--- src/mem_bus_pkg.sv ---
// word-addressed bus fields shared by both masters, the arbiter and the controller; no byte address bit 0
package mem_bus_pkg;

    // word address width, covers byte address bits 19 down to 1
    localparam int ADDR_W = 19;

    // one bus word is two bytes
    localparam int DATA_W = 16;
    localparam int BYTE_W = 8;

    // one select bit per byte lane
    localparam int BYTESEL_W = DATA_W / BYTE_W;

    // word address as seen by a master
    typedef logic [ADDR_W-1:0] addr_t;

    // read or write data word
    typedef logic [DATA_W-1:0] data_t;

    // bit 0 is the low byte, bit 1 the high byte
    // only writes look at it, reads always return the whole word
    typedef logic [BYTESEL_W-1:0] bytesel_t;

endpackage
--- src/mem_arbiter.sv ---
// masters must hold access and all request fields until ack; data wins ties and can starve fetches
module mem_arbiter (
    input  logic                 clk,
    input  logic                 reset,

    // instruction fetch master
    input  mem_bus_pkg::addr_t    instr_addr,
    input  mem_bus_pkg::data_t    instr_wdata,
    input  logic                 instr_access,
    input  logic                 instr_wr_en,
    input  mem_bus_pkg::bytesel_t instr_bytesel,
    output mem_bus_pkg::data_t    instr_rdata,
    output logic                 instr_ack,

    // data master
    input  mem_bus_pkg::addr_t    data_addr,
    input  mem_bus_pkg::data_t    data_wdata,
    input  logic                 data_access,
    input  logic                 data_wr_en,
    input  mem_bus_pkg::bytesel_t data_bytesel,
    output mem_bus_pkg::data_t    data_rdata,
    output logic                 data_ack,

    // shared memory port
    output mem_bus_pkg::addr_t    mem_addr,
    output mem_bus_pkg::data_t    mem_wdata,
    output logic                 mem_access,
    output logic                 mem_wr_en,
    output mem_bus_pkg::bytesel_t mem_bytesel,
    input  mem_bus_pkg::data_t    mem_rdata,
    input  logic                 mem_ack
);

    logic grant_active;
    logic grant_to_data;
    logic sel_data;
    logic sel_access;

    // with no grant held, a data request takes the port straight away
    assign sel_data = grant_active ? grant_to_data : data_access;

    // request steering
    assign mem_addr    = sel_data ? data_addr : instr_addr;
    assign mem_wdata   = sel_data ? data_wdata : instr_wdata;
    assign mem_wr_en   = sel_data ? data_wr_en : instr_wr_en;
    assign mem_bytesel = sel_data ? data_bytesel : instr_bytesel;
    assign sel_access  = sel_data ? data_access : instr_access;

    // the controller must not see a new request while it is acking the old one
    assign mem_access = sel_access & ~mem_ack;

    // responses only to the owner of the grant
    assign instr_ack = grant_active & ~grant_to_data & mem_ack;
    assign data_ack  = grant_active & grant_to_data & mem_ack;

    // read data is zero outside the owner's ack cycle
    assign instr_rdata = instr_ack ? mem_rdata : '0;
    assign data_rdata  = data_ack ? mem_rdata : '0;

    // grant is taken on the same edge the controller accepts the request
    always_ff @(posedge clk or posedge reset) begin
        if (reset) begin
            grant_active  <= 1'b0;
            grant_to_data <= 1'b0;
        end else if (mem_ack) begin
            // re-arbitrate after every transfer
            grant_active <= 1'b0;
        end else if (!grant_active && (instr_access || data_access)) begin
            grant_active  <= 1'b1;
            grant_to_data <= data_access;
        end
    end

endmodule

--- config.mk ---
export PLATFORM = sky130hd
export DESIGN_NAME = mem_arbiter
export DESIGN_NICKNAME = d
export VERILOG_FILES = /design/src/mem_bus_pkg.sv /design/src/mem_arbiter.sv
export SDC_FILE = /design/constraint.sdc
export NUM_CORES = 1
export LEC_CHECK = 0
export BUFFER_PORTS_ARGS = -buffer_cell sky130_fd_sc_hd__buf_4
export CAP_MARGIN = 20
export CORE_AREA = 2 2 66 68
export CTS_CLUSTER_SIZE = 24
export DETAILED_ROUTE_END_ITERATION = 10
export DIE_AREA = 0 0 68 70
export PLACE_DENSITY_LB_ADDON = 0.3
export SLEW_MARGIN = 0
export SYNTH_ARGS = -nofsm -noshare
export SYNTH_HDL_FRONTEND = slang
export SYNTH_SLANG_ARGS = --single-unit
--- constraint.sdc ---
create_clock -name clk -period 1.5 [get_ports clk]
set_input_delay 0.075 -clock clk [delete_from_list [all_inputs] [get_ports clk]]
set_output_delay 0.075 -clock clk [all_outputs]
set_load 0.02 [all_outputs]
Yosys cells after proc, flatten, opt, wreduce, memory -nomap -nowiden
Index checks and enable logic that the tools add are counted.
Widths: inputs -> output; s select.
{"block": "word_totals", "word_cells": 24, "ff_bits": 2, "latch_bits": 0, "n_memories": 0, "romBits": 0, "out_inout_bits": 73, "input_bits": 97, "mem_bits_rw": 0}
{"block": "op_classes", "mux": 10, "n_eq_ne": 0, "shifts": 0, "n_reduce_logical": 5, "n_div": 0, "mul": 0, "bitwise_logic": 7, "n_addsub": 0, "magnitude_cmp": 0}
{"operator": "$mux 16", "count": 3}
{"operator": "$mux 19", "count": 1}
{"operator": "$and 1x1->1", "count": 5}
{"operator": "$mux 1", "count": 5}
{"operator": "$mux 2", "count": 1}
{"operator": "$not 1->1", "count": 2}
{"operator": "$reduce_and 2->1", "count": 1}
{"operator": "$reduce_bool 2->1", "count": 1}
{"operator": "$logic_and 1x1->1", "count": 1}
{"operator": "$logic_not 1->1", "count": 1}
{"operator": "$logic_or 1x1->1", "count": 1}

Logic depth before layout (Yosys ltp)
{"block": "logic_depth", "word_depth": 4, "ltp_mapped": 5, "ltp_nobuf": 2}

Least setup slack after synthesis
OpenSTA, ideal clock, no wires.
{"block": "synth_path", "path_type": "reg-to-output", "from": "register grant_active", "to": "output mem_addr[14]", "setup_slack_ns": 0.099, "n_path_buf": 3, "required_ns": 1.425, "arrival_time_ns": 1.326, "path_stages_with_launch": 6, "cell_sequence": "dfrtp_1 -> buf_6 -> mux2i_2 -> buf_6 -> buf_12 -> mux2_4"}
{"block": "synth_between", "elab_chain_cells": 2}
{"element": "start, declared", "line": "mem_arbiter.sv:34", "text": "logic grant_active;"}
{"element": "start signal, assigned", "line": "mem_arbiter.sv:63", "text": "grant_active <= 1'b0;"}
{"element": "start signal, assigned", "line": "mem_arbiter.sv:67", "text": "grant_active <= 1'b0;"}
{"element": "start signal, assigned", "line": "mem_arbiter.sv:69", "text": "grant_active <= 1'b1;"}
{"element": "$mux 1", "line": "mem_arbiter.sv:40", "text": "assign sel_data = grant_active ? grant_to_data : data_access;"}
{"element": "$mux 19", "line": "mem_arbiter.sv:43", "text": "assign mem_addr = sel_data ? data_addr : instr_addr;"}
{"element": "end, declared", "line": "mem_arbiter.sv:25", "text": "output mem_bus_pkg::addr_t mem_addr,"}
Every way passes these cells.

Final worst setup path
{"block": "layout_path", "from": "register grant_active", "to": "output mem_wdata[4]"}
{"block": "layout_between", "elab_chain_cells": 2}
{"element": "$mux 1", "line": "mem_arbiter.sv:40"}
{"element": "$mux 16", "line": "mem_arbiter.sv:44", "text": "assign mem_wdata = sel_data ? data_wdata : instr_wdata;"}
{"element": "end, declared", "line": "mem_arbiter.sv:26", "text": "output mem_bus_pkg::data_t mem_wdata,"}
Every way passes these cells.

==> impl_metrics.py <==
metrics = {
    "cts": {
        "clk_pin_slew_worst_paths_ps": 30,
        "clk_path_buf_depth": 2,
        "cts_root_buf": "clkbuf_8",
        "clock_latency_ps": 210,
        "cts_tree": "yes",
        "htreeDepth": 1,
        "cts_buffers": 3,
        "clock-sinks": 2,
    },
    "timing": {
        "maxSlewHeadroom_pct": 84.98,
        "fmax_mhz": 582.6,
        "worst_pin_slew_ps": 224.0,
        "holdWs_ps": 108.2,
        "finalWorstSetupSlack_ps": -216.6,
        "hold_viol": 0,
        "slew_viol_final": 0,
        "tns_ps": -7533,
        "finClkSkew_ps": 3.893,
        "finalSetupViolCount": 38,
        "final.period_utilization_pct": 114.4,
        "rsz0062_at_grt": "yes",
        "fin_crit_ps": 1717,
    },
    "place": {
        "io_buffers": 169,
        "dp_slack_ps": -19.51,
        "dp_hpwl_um": 3994,
        "gp_routability_congestion": 0.7255,
    },
    "synthesis": {
        "syn_area_um2": 913.4,
        "yosysTopAreaCellShare_pct": 32.88,
        "synth_cell_type_count": 18,
        "syn_nets": 210,
        "synthTopCellsByArea": "mux2_4, mux2_2, nor2_1",
        "synth_cells": 113,
        "yosys_warnings": 0,
        "syn_avg_cell_area_um2": 8.083,
        "ys_ff_latch": 2,
        "synth_top_cell_by_area": "mux2_4",
        "ys_seq_area_share_pct": 5.479,
    },
    "floorplanning": {
        "die_h_um": 70,
        "initial_core_util_pct": 22.04,
        "fp.dieArea_um2": 4760,
        "die_w_um": 68,
        "fp.coreArea_um2": 4144,
        "ios": 170,
        "num_rows": 24,
    },
    "min_path": {
        "worstHoldStart": "instr_access",
        "whs_path_depth": 3,
        "min_to": "grant_active$_DFFE_PP0P_",
        "hold_path.class": "in -> reg",
    },
    "setup_path": {
        "slowest_stage": "dfrtp_1",
        "cp_common_cell": "buf_4",
        "path_max_fanout": 13,
        "critPathRequiredTime_ps": 1420,
        "path_class": "reg -> out",
        "crit_chain": "mux2i_4, buf_4, buf_12, mux2_4, buf_4",
        "endpoint_kind": "output port",
        "r2r_slack_ps": 150,
        "startpoint_type": "register",
        "rr_startpoint": "grant_active$_DFFE_PP0P_",
        "arrival_ps": 1640,
        "slowest_delay_ps": 390,
        "ff2ff_path_depth": 3,
        "reg2reg_to": "grant_to_data$_DFFE_PP0P_",
    },
    "routing": {
        "drt_iter0_drc": 18,
        "drc": 0,
        "vias_per_cell": 4.356,
        "drt_pass1_iterations": 4,
        "wire_per_inst_um": 15.05,
        "drt_wl_total_um": 5072,
        "postRouteAntennaNets": 0,
        "vias": 1468,
    },
    "grt": {
        "grt_pass1_vias": 1513,
        "grt_usage_pct": 20.10,
        "antenna_found_initial": 0,
        "grt_pass1_wl_um": 7334,
        "overflow": 0,
        "grt_max_degree": 22,
    },
    "final_layout": {
        "nNetsFinal": 384,
        "n_antenna_cell": 0,
        "drive_above_1_share_pct": 77.54,
        "fill_cells": 370,
        "area_delta_synth_final_pct": 172.3,
    },
    "outcome": {
        "status": "finished, violations left",
        "violations": "setup timing",
    },
    "pwr": {
        "vdd_ir_drop_max_mv": 0.3345,
        "p_leak_nw": 1.408,
        "pwr_density_cell_nw_per_um2": 604.0,
        "power.total_w": 0.001502,
    },
    "run": {
        "cap_violations": 0,
    },
}
## where the power goes
| group | total [W] | internal, W | switching, W |
|---|---|---|---|
| Sequential | 0.0000679 | 0.0000608 | 0.00000718 |
| Clock | 0.000215 | 0.000170 | 0.0000455 |
| Combinational | 0.00122 | 0.000699 | 0.000520 |
| Total | 0.00150 | 0.000930 | 0.000573 |
## per-layer routing
layer	routed length [µm]	vias up	global-route usage, %
li1	-	721	-
met1	1661	647	20.16
met2	2662	94	37.86
met3	688	6	6.924
met4	60	0	5.111
met5	0	-	0
## cell families (layout without fill, tap and decap cells)
family	after synthesis	in the layout	share of synthesized area, %
buf+inv	12	184	10.68
mux	40	40	57.67
simple gates	57	57	24.38
compound gates	2	2	1.781
flops	2	2	5.480
## what timing repair did
action / in CTS / in global routing
pin swaps: 0 / 0
setup buffers: 2 / 1
endpoints found under the hold margin: 2 / 0
gates resized for setup: 47 / 4
hold buffers: 1 / 0
gates cloned: 1 / 0
endpoints found under the setup margin: 38 / 38
## cell usage in the layout, fill, tap and decap left out, types with 2 or more instances in the layout
cell type,count
buf_12,3
buf_4,149
buf_6,26
clkbuf_8,3
dfrtp_1,2
inv_1,2
mux2_4,38
nand2_1,17
nor2_1,37
## worst max-delay path by stage
stage                                         from              to  slack [ps]  cells after the start
after detailed placement  grant_active$_DFFE_PP0P_  mem_bytesel[1]         -20                      4
after global routing      grant_active$_DFFE_PP0P_  mem_bytesel[0]        -290                      5
after CTS                 grant_active$_DFFE_PP0P_    mem_wdata[1]        -240                      5
after floorplan           grant_active$_DFFE_PP0P_    mem_addr[14]         100                      5
final                     grant_active$_DFFE_PP0P_    mem_wdata[4]        -220                      5
after global placement    grant_active$_DFFE_PP0P_  mem_bytesel[1]        -0.2                      4
## worst max-delay path: cells and delay by family, from the launching register on
kind | cells | cell delay [ps]
buffers and inverters | 3 | 460
multiplexers | 2 | 570
flip-flops | 1 | 390
## sequential cells by signal, indices dropped and copies added (netlist names)
name / count
grant_active: 1
grant_to_data: 1
## final cells by class
cell class / count / area, µm² / area share [%]
repair buffers: 179 / 1481 / 59.56
clock buffers: 3 / 41.29 / 1.660
multi-input cells: 99 / 842.1 / 33.85
well taps: 52 / 65.06 / 2.616
flip-flops and latches: 2 / 50.05 / 2.012
inverters: 2 / 7.507 / 0.3018
## cell usage after synthesis
master and n:
nor3_1 1, or3b_2 1, a22o_1 1, inv_1 2, nor2_1 37, buf_2 1, dfrtp_1 2, mux2i_2 1
buf_6 2, nand2_1 17, buf_12 2, nand2b_1 1, mux2_4 20, mux2_2 18, buf_4 1, clkbuf_1 4
mux2i_1 1, a211oi_1 1
## stage by stage
stage | cell area, µm² | std cells | utilization, %
after floorplan | 913.4 | 113 | -
after CTS | 2491 | 337 | 60.11
after global routing | 2487 | 337 | 60.02
after global placement | 2223 | 330 | 53.65
final | 2487 | 337 | 60.02
after detailed placement | 2223 | 330 | 53.65
Note: power is estimated with default switching activity, not from simulation.
