==> config.mk <==
export PLATFORM = sky130hd
export DESIGN_NAME = sram_ctrl
export DESIGN_NICKNAME = d
export VERILOG_FILES = /design/src/mem_bus_pkg.sv /design/src/mem_map_pkg.sv /design/src/sram_ctrl.sv
export SDC_FILE = /design/constraint.sdc
export NUM_CORES = 1
export LEC_CHECK = 0
export ABC_AREA = 1
export ABC_CLOCK_PERIOD_IN_PS = 1050
export BUFFER_PORTS_ARGS = -buffer_cell sky130_fd_sc_hd__buf_4
export CAP_MARGIN = 10
export CORE_MARGIN = 2
export CORE_UTILIZATION = 34
export DETAILED_ROUTE_END_ITERATION = 8
export GPL_TIMING_DRIVEN = 1
export MAX_ROUTING_LAYER = met4
export PLACE_DENSITY = 0.87
export REMOVE_ABC_BUFFERS = 1
export SYNTH_ARGS = -nofsm -noshare
export SYNTH_HDL_FRONTEND = slang
export SYNTH_SLANG_ARGS = --single-unit
==> constraint.sdc <==
create_clock -name clk -period 1.05 [get_ports clk]
set_input_delay 0.0525 -clock clk [delete_from_list [all_inputs] [get_ports clk]]
set_output_delay 0.0525 -clock clk [all_outputs]
set_load 0.05 [all_outputs]
==> src/mem_bus_pkg.sv <==
// word-addressed bus fields shared by both masters, the arbiter and the controller; no byte address bit 0
package mem_bus_pkg;

    // word address width, covers byte address bits 19 down to 1
    localparam int ADDR_W = 19;

    // one bus word is two bytes
    localparam int DATA_W = 16;
    localparam int BYTE_W = 8;

    // one select bit per byte lane
    localparam int BYTESEL_W = DATA_W / BYTE_W;

    // word address as seen by a master
    typedef logic [ADDR_W-1:0] addr_t;

    // read or write data word
    typedef logic [DATA_W-1:0] data_t;

    // bit 0 is the low byte, bit 1 the high byte
    // only writes look at it, reads always return the whole word
    typedef logic [BYTESEL_W-1:0] bytesel_t;

endpackage
==> src/mem_map_pkg.sv <==
// RAM occupies the bottom of the word space only; everything above it reads as all ones and drops writes
package mem_map_pkg;

    // populated RAM size in words, word addresses below this hit the array
    localparam int RAM_WORDS = 32768;
    localparam int RAM_INDEX_W = $clog2(RAM_WORDS);

    // index into the populated RAM
    typedef logic [RAM_INDEX_W-1:0] word_index_t;

    // read value for addresses past the end of RAM
    localparam mem_bus_pkg::data_t UNMAPPED_DATA = 16'hffff;

    // idle cycles between accepting a request and acking it, must be 1 or more
    localparam int WAIT_STATES = 2;

    // wait-state down counter
    localparam int WAIT_CNT_W = $clog2(WAIT_STATES + 1);
    typedef logic [WAIT_CNT_W-1:0] wait_cnt_t;

endpackage

==> src/sram_ctrl.sv <==
// fixed WAIT_STATES latency per request, no pipelining; write acks return zero data, unmapped acks all ones
module sram_ctrl (
    input  logic                     clk,
    input  logic                     reset,

    // request from the arbiter
    input  mem_bus_pkg::addr_t        mem_addr,
    input  mem_bus_pkg::data_t        mem_wdata,
    input  logic                     mem_access,
    input  logic                     mem_wr_en,
    input  mem_bus_pkg::bytesel_t     mem_bytesel,

    // response to the arbiter
    output mem_bus_pkg::data_t        mem_rdata,
    output logic                     mem_ack,

    // array port
    output mem_map_pkg::word_index_t  ram_index,
    output mem_bus_pkg::data_t        ram_wdata,
    output mem_bus_pkg::bytesel_t     ram_byte_we,
    output logic                     ram_rd_en,
    input  mem_bus_pkg::data_t        ram_rdata
);

    import mem_bus_pkg::*;
    import mem_map_pkg::*;

    typedef enum logic [1:0] {
        CTRL_IDLE,
        CTRL_WAIT,
        CTRL_ACK
    } ctrl_state_t;

    ctrl_state_t state;
    wait_cnt_t   wait_cnt;

    logic  accept;
    logic  addr_mapped;
    logic  req_mapped;
    logic  req_is_read;
    logic  rd_pending;
    data_t rdata_q;

    // a request is taken only from idle
    assign accept = (state == CTRL_IDLE) && mem_access;

    // address decode against the populated RAM
    assign addr_mapped = mem_addr < addr_t'(RAM_WORDS);

    // array access goes out in the accept cycle, while the master still holds the fields
    assign ram_index   = mem_addr[RAM_INDEX_W-1:0];
    assign ram_wdata   = mem_wdata;
    assign ram_byte_we = (accept && addr_mapped && mem_wr_en) ? mem_bytesel : '0;
    assign ram_rd_en   = accept && addr_mapped && !mem_wr_en;

    assign mem_ack = (state == CTRL_ACK);

    always_comb begin
        mem_rdata = '0;
        if (mem_ack) begin
            if (!req_mapped)
                mem_rdata = UNMAPPED_DATA;
            else if (req_is_read)
                mem_rdata = rdata_q;
        end
    end

    always_ff @(posedge clk or posedge reset) begin
        if (reset) begin
            state       <= CTRL_IDLE;
            wait_cnt    <= '0;
            req_mapped  <= 1'b0;
            req_is_read <= 1'b0;
            rd_pending  <= 1'b0;
        end else begin
            // capture strobe lasts one cycle
            rd_pending <= 1'b0;
            case (state)
                CTRL_IDLE: begin
                    if (mem_access) begin
                        state       <= CTRL_WAIT;
                        wait_cnt    <= wait_cnt_t'(WAIT_STATES - 1);
                        req_mapped  <= addr_mapped;
                        req_is_read <= !mem_wr_en;
                        rd_pending  <= ram_rd_en;
                    end
                end
                CTRL_WAIT: begin
                    // last wait cycle when the counter has run down
                    if (wait_cnt == '0)
                        state <= CTRL_ACK;
                    else
                        wait_cnt <= wait_cnt - wait_cnt_t'(1);
                end
                CTRL_ACK: begin
                    state <= CTRL_IDLE;
                end
                default: begin
                    state <= CTRL_IDLE;
                end
            endcase
        end
    end

    // array output is valid the cycle after the read strobe, hold it for the ack
    always_ff @(posedge clk) begin
        if (rd_pending)
            rdata_q <= ram_rdata;
    end

endmodule

# Yosys cells after proc, flatten, opt, wreduce, memory -nomap -nowiden
# Cells that the tools add are included.
# totals
regBits	23
wordCells	35
inputBits	57
# op_classes
eq_ne	5
n_reduce_logical	11
add_sub_neg	1
n_mux	11
magnitude_cmp	1
# ops
operator	n
$mux 16	3
$lt 19x16->1 const B	1
$mux 2	4
$pmux 2 s2	2
$ne 2x2->1 const B	3
$logic_and 1x1->1	4
$logic_not 2->1	2
$reduce_and 2->1	2
$reduce_and 3->1	1
$eq 2x1->1 const B	1
$eq 2x2->1 const B	1
$mux 1	2
$reduce_bool 2->1	1
$sub 2x1->2 const B	1
$logic_not 1->1	1

# Logic depth before layout (Yosys ltp)
# logic_depth
word_depth	6
mapped_depth	6
mapped_depth_nobuf	6

# Worst setup path after synthesis
# Ideal clock, no wire load.
# synth_path
path_kind	reg-to-output
start	register state[1]
end	output ram_rd_en
path_slack_ns	-0.784
t_arrival_ns	1.782
stages_incl_launch_ff	4
required_ns	0.998
path_cell_list	dfrtp_1 > nor2_2 > nand2_2 > nor3_1
# synth_between
elab_chain_len	4
# synth_lines
item	line	rtl
start: declaration	sram_ctrl.sv:34	ctrl_state_t state;
start signal: assignment	sram_ctrl.sv:70	state <= CTRL_IDLE;
start signal: assignment	sram_ctrl.sv:81	state <= CTRL_WAIT;
start signal: assignment	sram_ctrl.sv:91	state <= CTRL_ACK;
$logic_not 2->1	sram_ctrl.sv:45	assign accept = (state == CTRL_IDLE) && mem_access;
$logic_and 1x1->1	sram_ctrl.sv:45	
$logic_and 1x1->1 (2 in series)	sram_ctrl.sv:54	assign ram_rd_en = accept && addr_mapped && !mem_wr_en;
end: declaration	sram_ctrl.sv:21	output logic ram_rd_en,
# Every way passes these cells.

# Final worst setup path
# layout_path
start	register state[0]
end	output mem_rdata[1]
# layout_between
elab_chain_len	2
# layout_lines
item	line	rtl
$eq 2x2->1	sram_ctrl.sv:56	assign mem_ack = (state == CTRL_ACK);
$mux 16	sram_ctrl.sv:60	if (mem_ack) begin
end: declaration	sram_ctrl.sv:14	output mem_bus_pkg::data_t mem_rdata,
# Every way passes these cells.

==> impl_metrics.tcl <==
set metrics [dict create \
    most-common-layout-cells "38 x buf_4, 21 x nand2_1, 20 x buf_6" \
    drv_slew 0 \
    required_ns 1.00 \
    drv_cap 0 \
    synth-main-ff-cell "edfxtp_1" \
    finClkSkew_ns 0.0118 \
    startpoint_type "register" \
    hold_path.class "in2reg" \
    reg2reg_depth 4 \
    antenna_found_initial 0 \
    firstDrtPassIters 4 \
    synth.top_cell.area_share 0.386 \
    grt_max_degree 15 \
    cts_tree "done" \
    yosys_warnings 0 \
    cts_buffers 3 \
    stdcell_area_um2 1970 \
    worstMarginPinSlew_ns 0.322 \
    syn_inst 130 \
    min_period_over_period 1.41 \
    p_per_area_nw_per_um2 2150 \
    status "finished with violations" \
    io_buffers 45 \
    max_freq_mhz 677 \
    floorplan.initialDensity 0.364 \
    hp-start "mem_access" \
    gp_congestion 0.725 \
    fin_nets 236 \
    cp.arrival_ns 1.42 \
    cts.reportedPaths.clkPinSlew_ns 0.13 \
    synth_simple_gate_area_frac 0.140 \
    dp_slack_ns -0.0955 \
    cts_htree_levels 1 \
    final_common_cell "buf_4" \
    synth_largest_area_cell "edfxtp_1" \
    worstSetupPathType "reg2out" \
    rows 21 \
    max-slew-margin-rel 0.785 \
    grt_pass1_wl_um 5610 \
    clk_latency_ns 0.32 \
    multi_input_area_um2 452 \
    dr_total_vias 1045 \
    synth_edf_count 16 \
    p_leak_nw 0.852 \
    clk_path_buf_depth 2 \
    drc 0 \
    min_path_cells 5 \
    core_area_um2 3420 \
    crit_slowest_cell "dfrtp_1" \
    vias_per_cell 4.69 \
    synth_top_family_by_area "buffers and inverters" \
    io_pins 108 \
    min_period_ns 1.48 \
    grt_pass1_vias 1095 \
    synth_xor_xnor_area_share 0 \
    ctsRootBufferMaster "clkbuf_4" \
    yosysSeqAreaShare 0.527 \
    r2r-start "state[0]" \
    fp.dieW_um 64.5 \
    routed_wl_um 3930 \
    synth_area_um2 1240 \
    drt_iter0_drc 17 \
    timing.rr.end "rd_pending" \
    fill_cells 290 \
    wl_per_cell_um 17.6 \
    setup_viol 25 \
    crit_fanout 8 \
    diodes 0 \
    ys_top_cells_by_area "edfxtp_1 39%, buf_4 19%, dfrtp_1 14%, nand2_1 6.9%, a21oi_1 6.8%" \
    whs_ns 0.0909 \
    synthAdderAreaFrac 0.0101 \
    vdd_drop_max_v 0.00112 \
    path_cells "inv_2, nand2_4, buf_8, a21oi_4, buf_6" \
    cts_sinks 23 \
    register_area_um2 657 \
    finalHoldViolCount 0 \
    slowest_delay_ns 0.46 \
    placed_area_um2 1480 \
    worstHoldEndpoint "wait_cnt[0]" \
    grt_usage 0.195 \
    r2r_setup_slack_ns -0.01 \
    area_delta_synth_final_pct 58.5 \
    cp_num_buf_inv 3 \
    synth_compound_area_frac 0.0764 \
    fp.dieH_um 64.5 \
    fin_ws_ns -0.427 \
    crit_family "flip-flops" \
    die-area_um2 4160 \
    ys_types 16 \
    synth.avg_cell_area_um2 9.58 \
    violations "setup timing" \
    ys_ff_latch 23 \
    ant_nets 0 \
    overflow 0 \
    hpwl_um 2760 \
    cp-end-kind "primary output" \
    final_layout_size_suffix_gt1_frac 0.565 \
    rsz0062_at_grt "yes" \
    synth-async-reset-ratio 0.304 \
    synth.mux.area_fraction 0 \
]
## synth_stat cells, types with 2 or more instances
| master | count |
|---|---|
| a21oi_1 | 17 |
| nor2_1 | 2 |
| edfxtp_1 | 16 |
| nand3_1 | 6 |
| nor3_1 | 5 |
| inv_1 | 11 |
| nand2_2 | 2 |
| buf_2 | 3 |
| o21ai_0 | 2 |
| dfrtp_1 | 7 |
| nand2_1 | 23 |
| buf_4 | 32 |
## sequential cells by signal (all words and copies together) (netlist names)
signal and cells:
rdata_q 16, state 2, wait_cnt 2, rd_pending 1, req_is_read 1, req_mapped 1
## layer usage
metal  track usage  wire length, µm  up-vias
met4        0.0665               87        0
li1              -                -      488
met1         0.198             1400      482
met5             -                0        -
met3         0.134              603        8
met2         0.298             1840       67
## power breakdown
part           leakage [nW]  switching [mW]  internal [mW]  total [mW]
clock                0.0139           0.287          0.145       0.432
sequential            0.232           0.126           1.08        1.20
combinational         0.606            1.55           1.05        2.60
## what timing repair did
action,4_1_cts,5_1_grt
endpoints found under the hold margin,25,0
buffers inserted,0,2
hold buffers,18,0
pin swaps,1,0
setup endpoints to repair,25,26
cloned,0,0
gates resized for setup,52,17
## logic make-up after synthesis
family,count (synthesis)
AO/OA/AOI/OAI,19
adder cells (fa/ha/maj),1
buffers and inverters,47
flip-flops,23
AND/OR/NAND/NOR,40
## per-stage QoR
step	util	std cells	total power [mW]	TNS, ns
final	0.578	223	4.24	-7.62
after global routing	0.578	223	4.48	-9.33
after CTS	0.549	221	3.99	-7.57
after detailed placement	0.433	199	3.13	-1.29
after global placement	0.433	199	3.08	-0.745
after floorplan	-	94	2.37	-9.47
## worst max-delay path by stage
stage	cells past startpoint	endpoint	startpoint	slack, ns
floorplan	3	ram_rd_en	state[1]	-0.78
global placement	5	mem_rdata[11]	state[0]	-0.07
detailed placement	5	mem_rdata[8]	state[0]	-0.1
CTS	5	mem_rdata[8]	state[0]	-0.40
global route	5	mem_rdata[13]	state[0]	-0.47
finish	5	mem_rdata[1]	state[0]	-0.43
## worst min-delay path, stage by stage
cell and delay, ns:
buf_4 0.10, inv_1 0.04, nand2_1 0.06, nand3_1 0.07, nand2_1 0.06
## area by class of cell
| class | count | share of cell area |
|---|---|---|
| Timing Repair Buffer | 79 | 0.373 |
| Tap cell | 46 | 0.0292 |
| Inverter | 11 | 0.0209 |
| Sequential cell | 23 | 0.333 |
| Clock buffer | 3 | 0.0114 |
| Multi-Input combinational cell | 60 | 0.229 |
| Clock inverter | 1 | 0.00380 |
No activity file was read; power rests on OpenSTA's default activity.
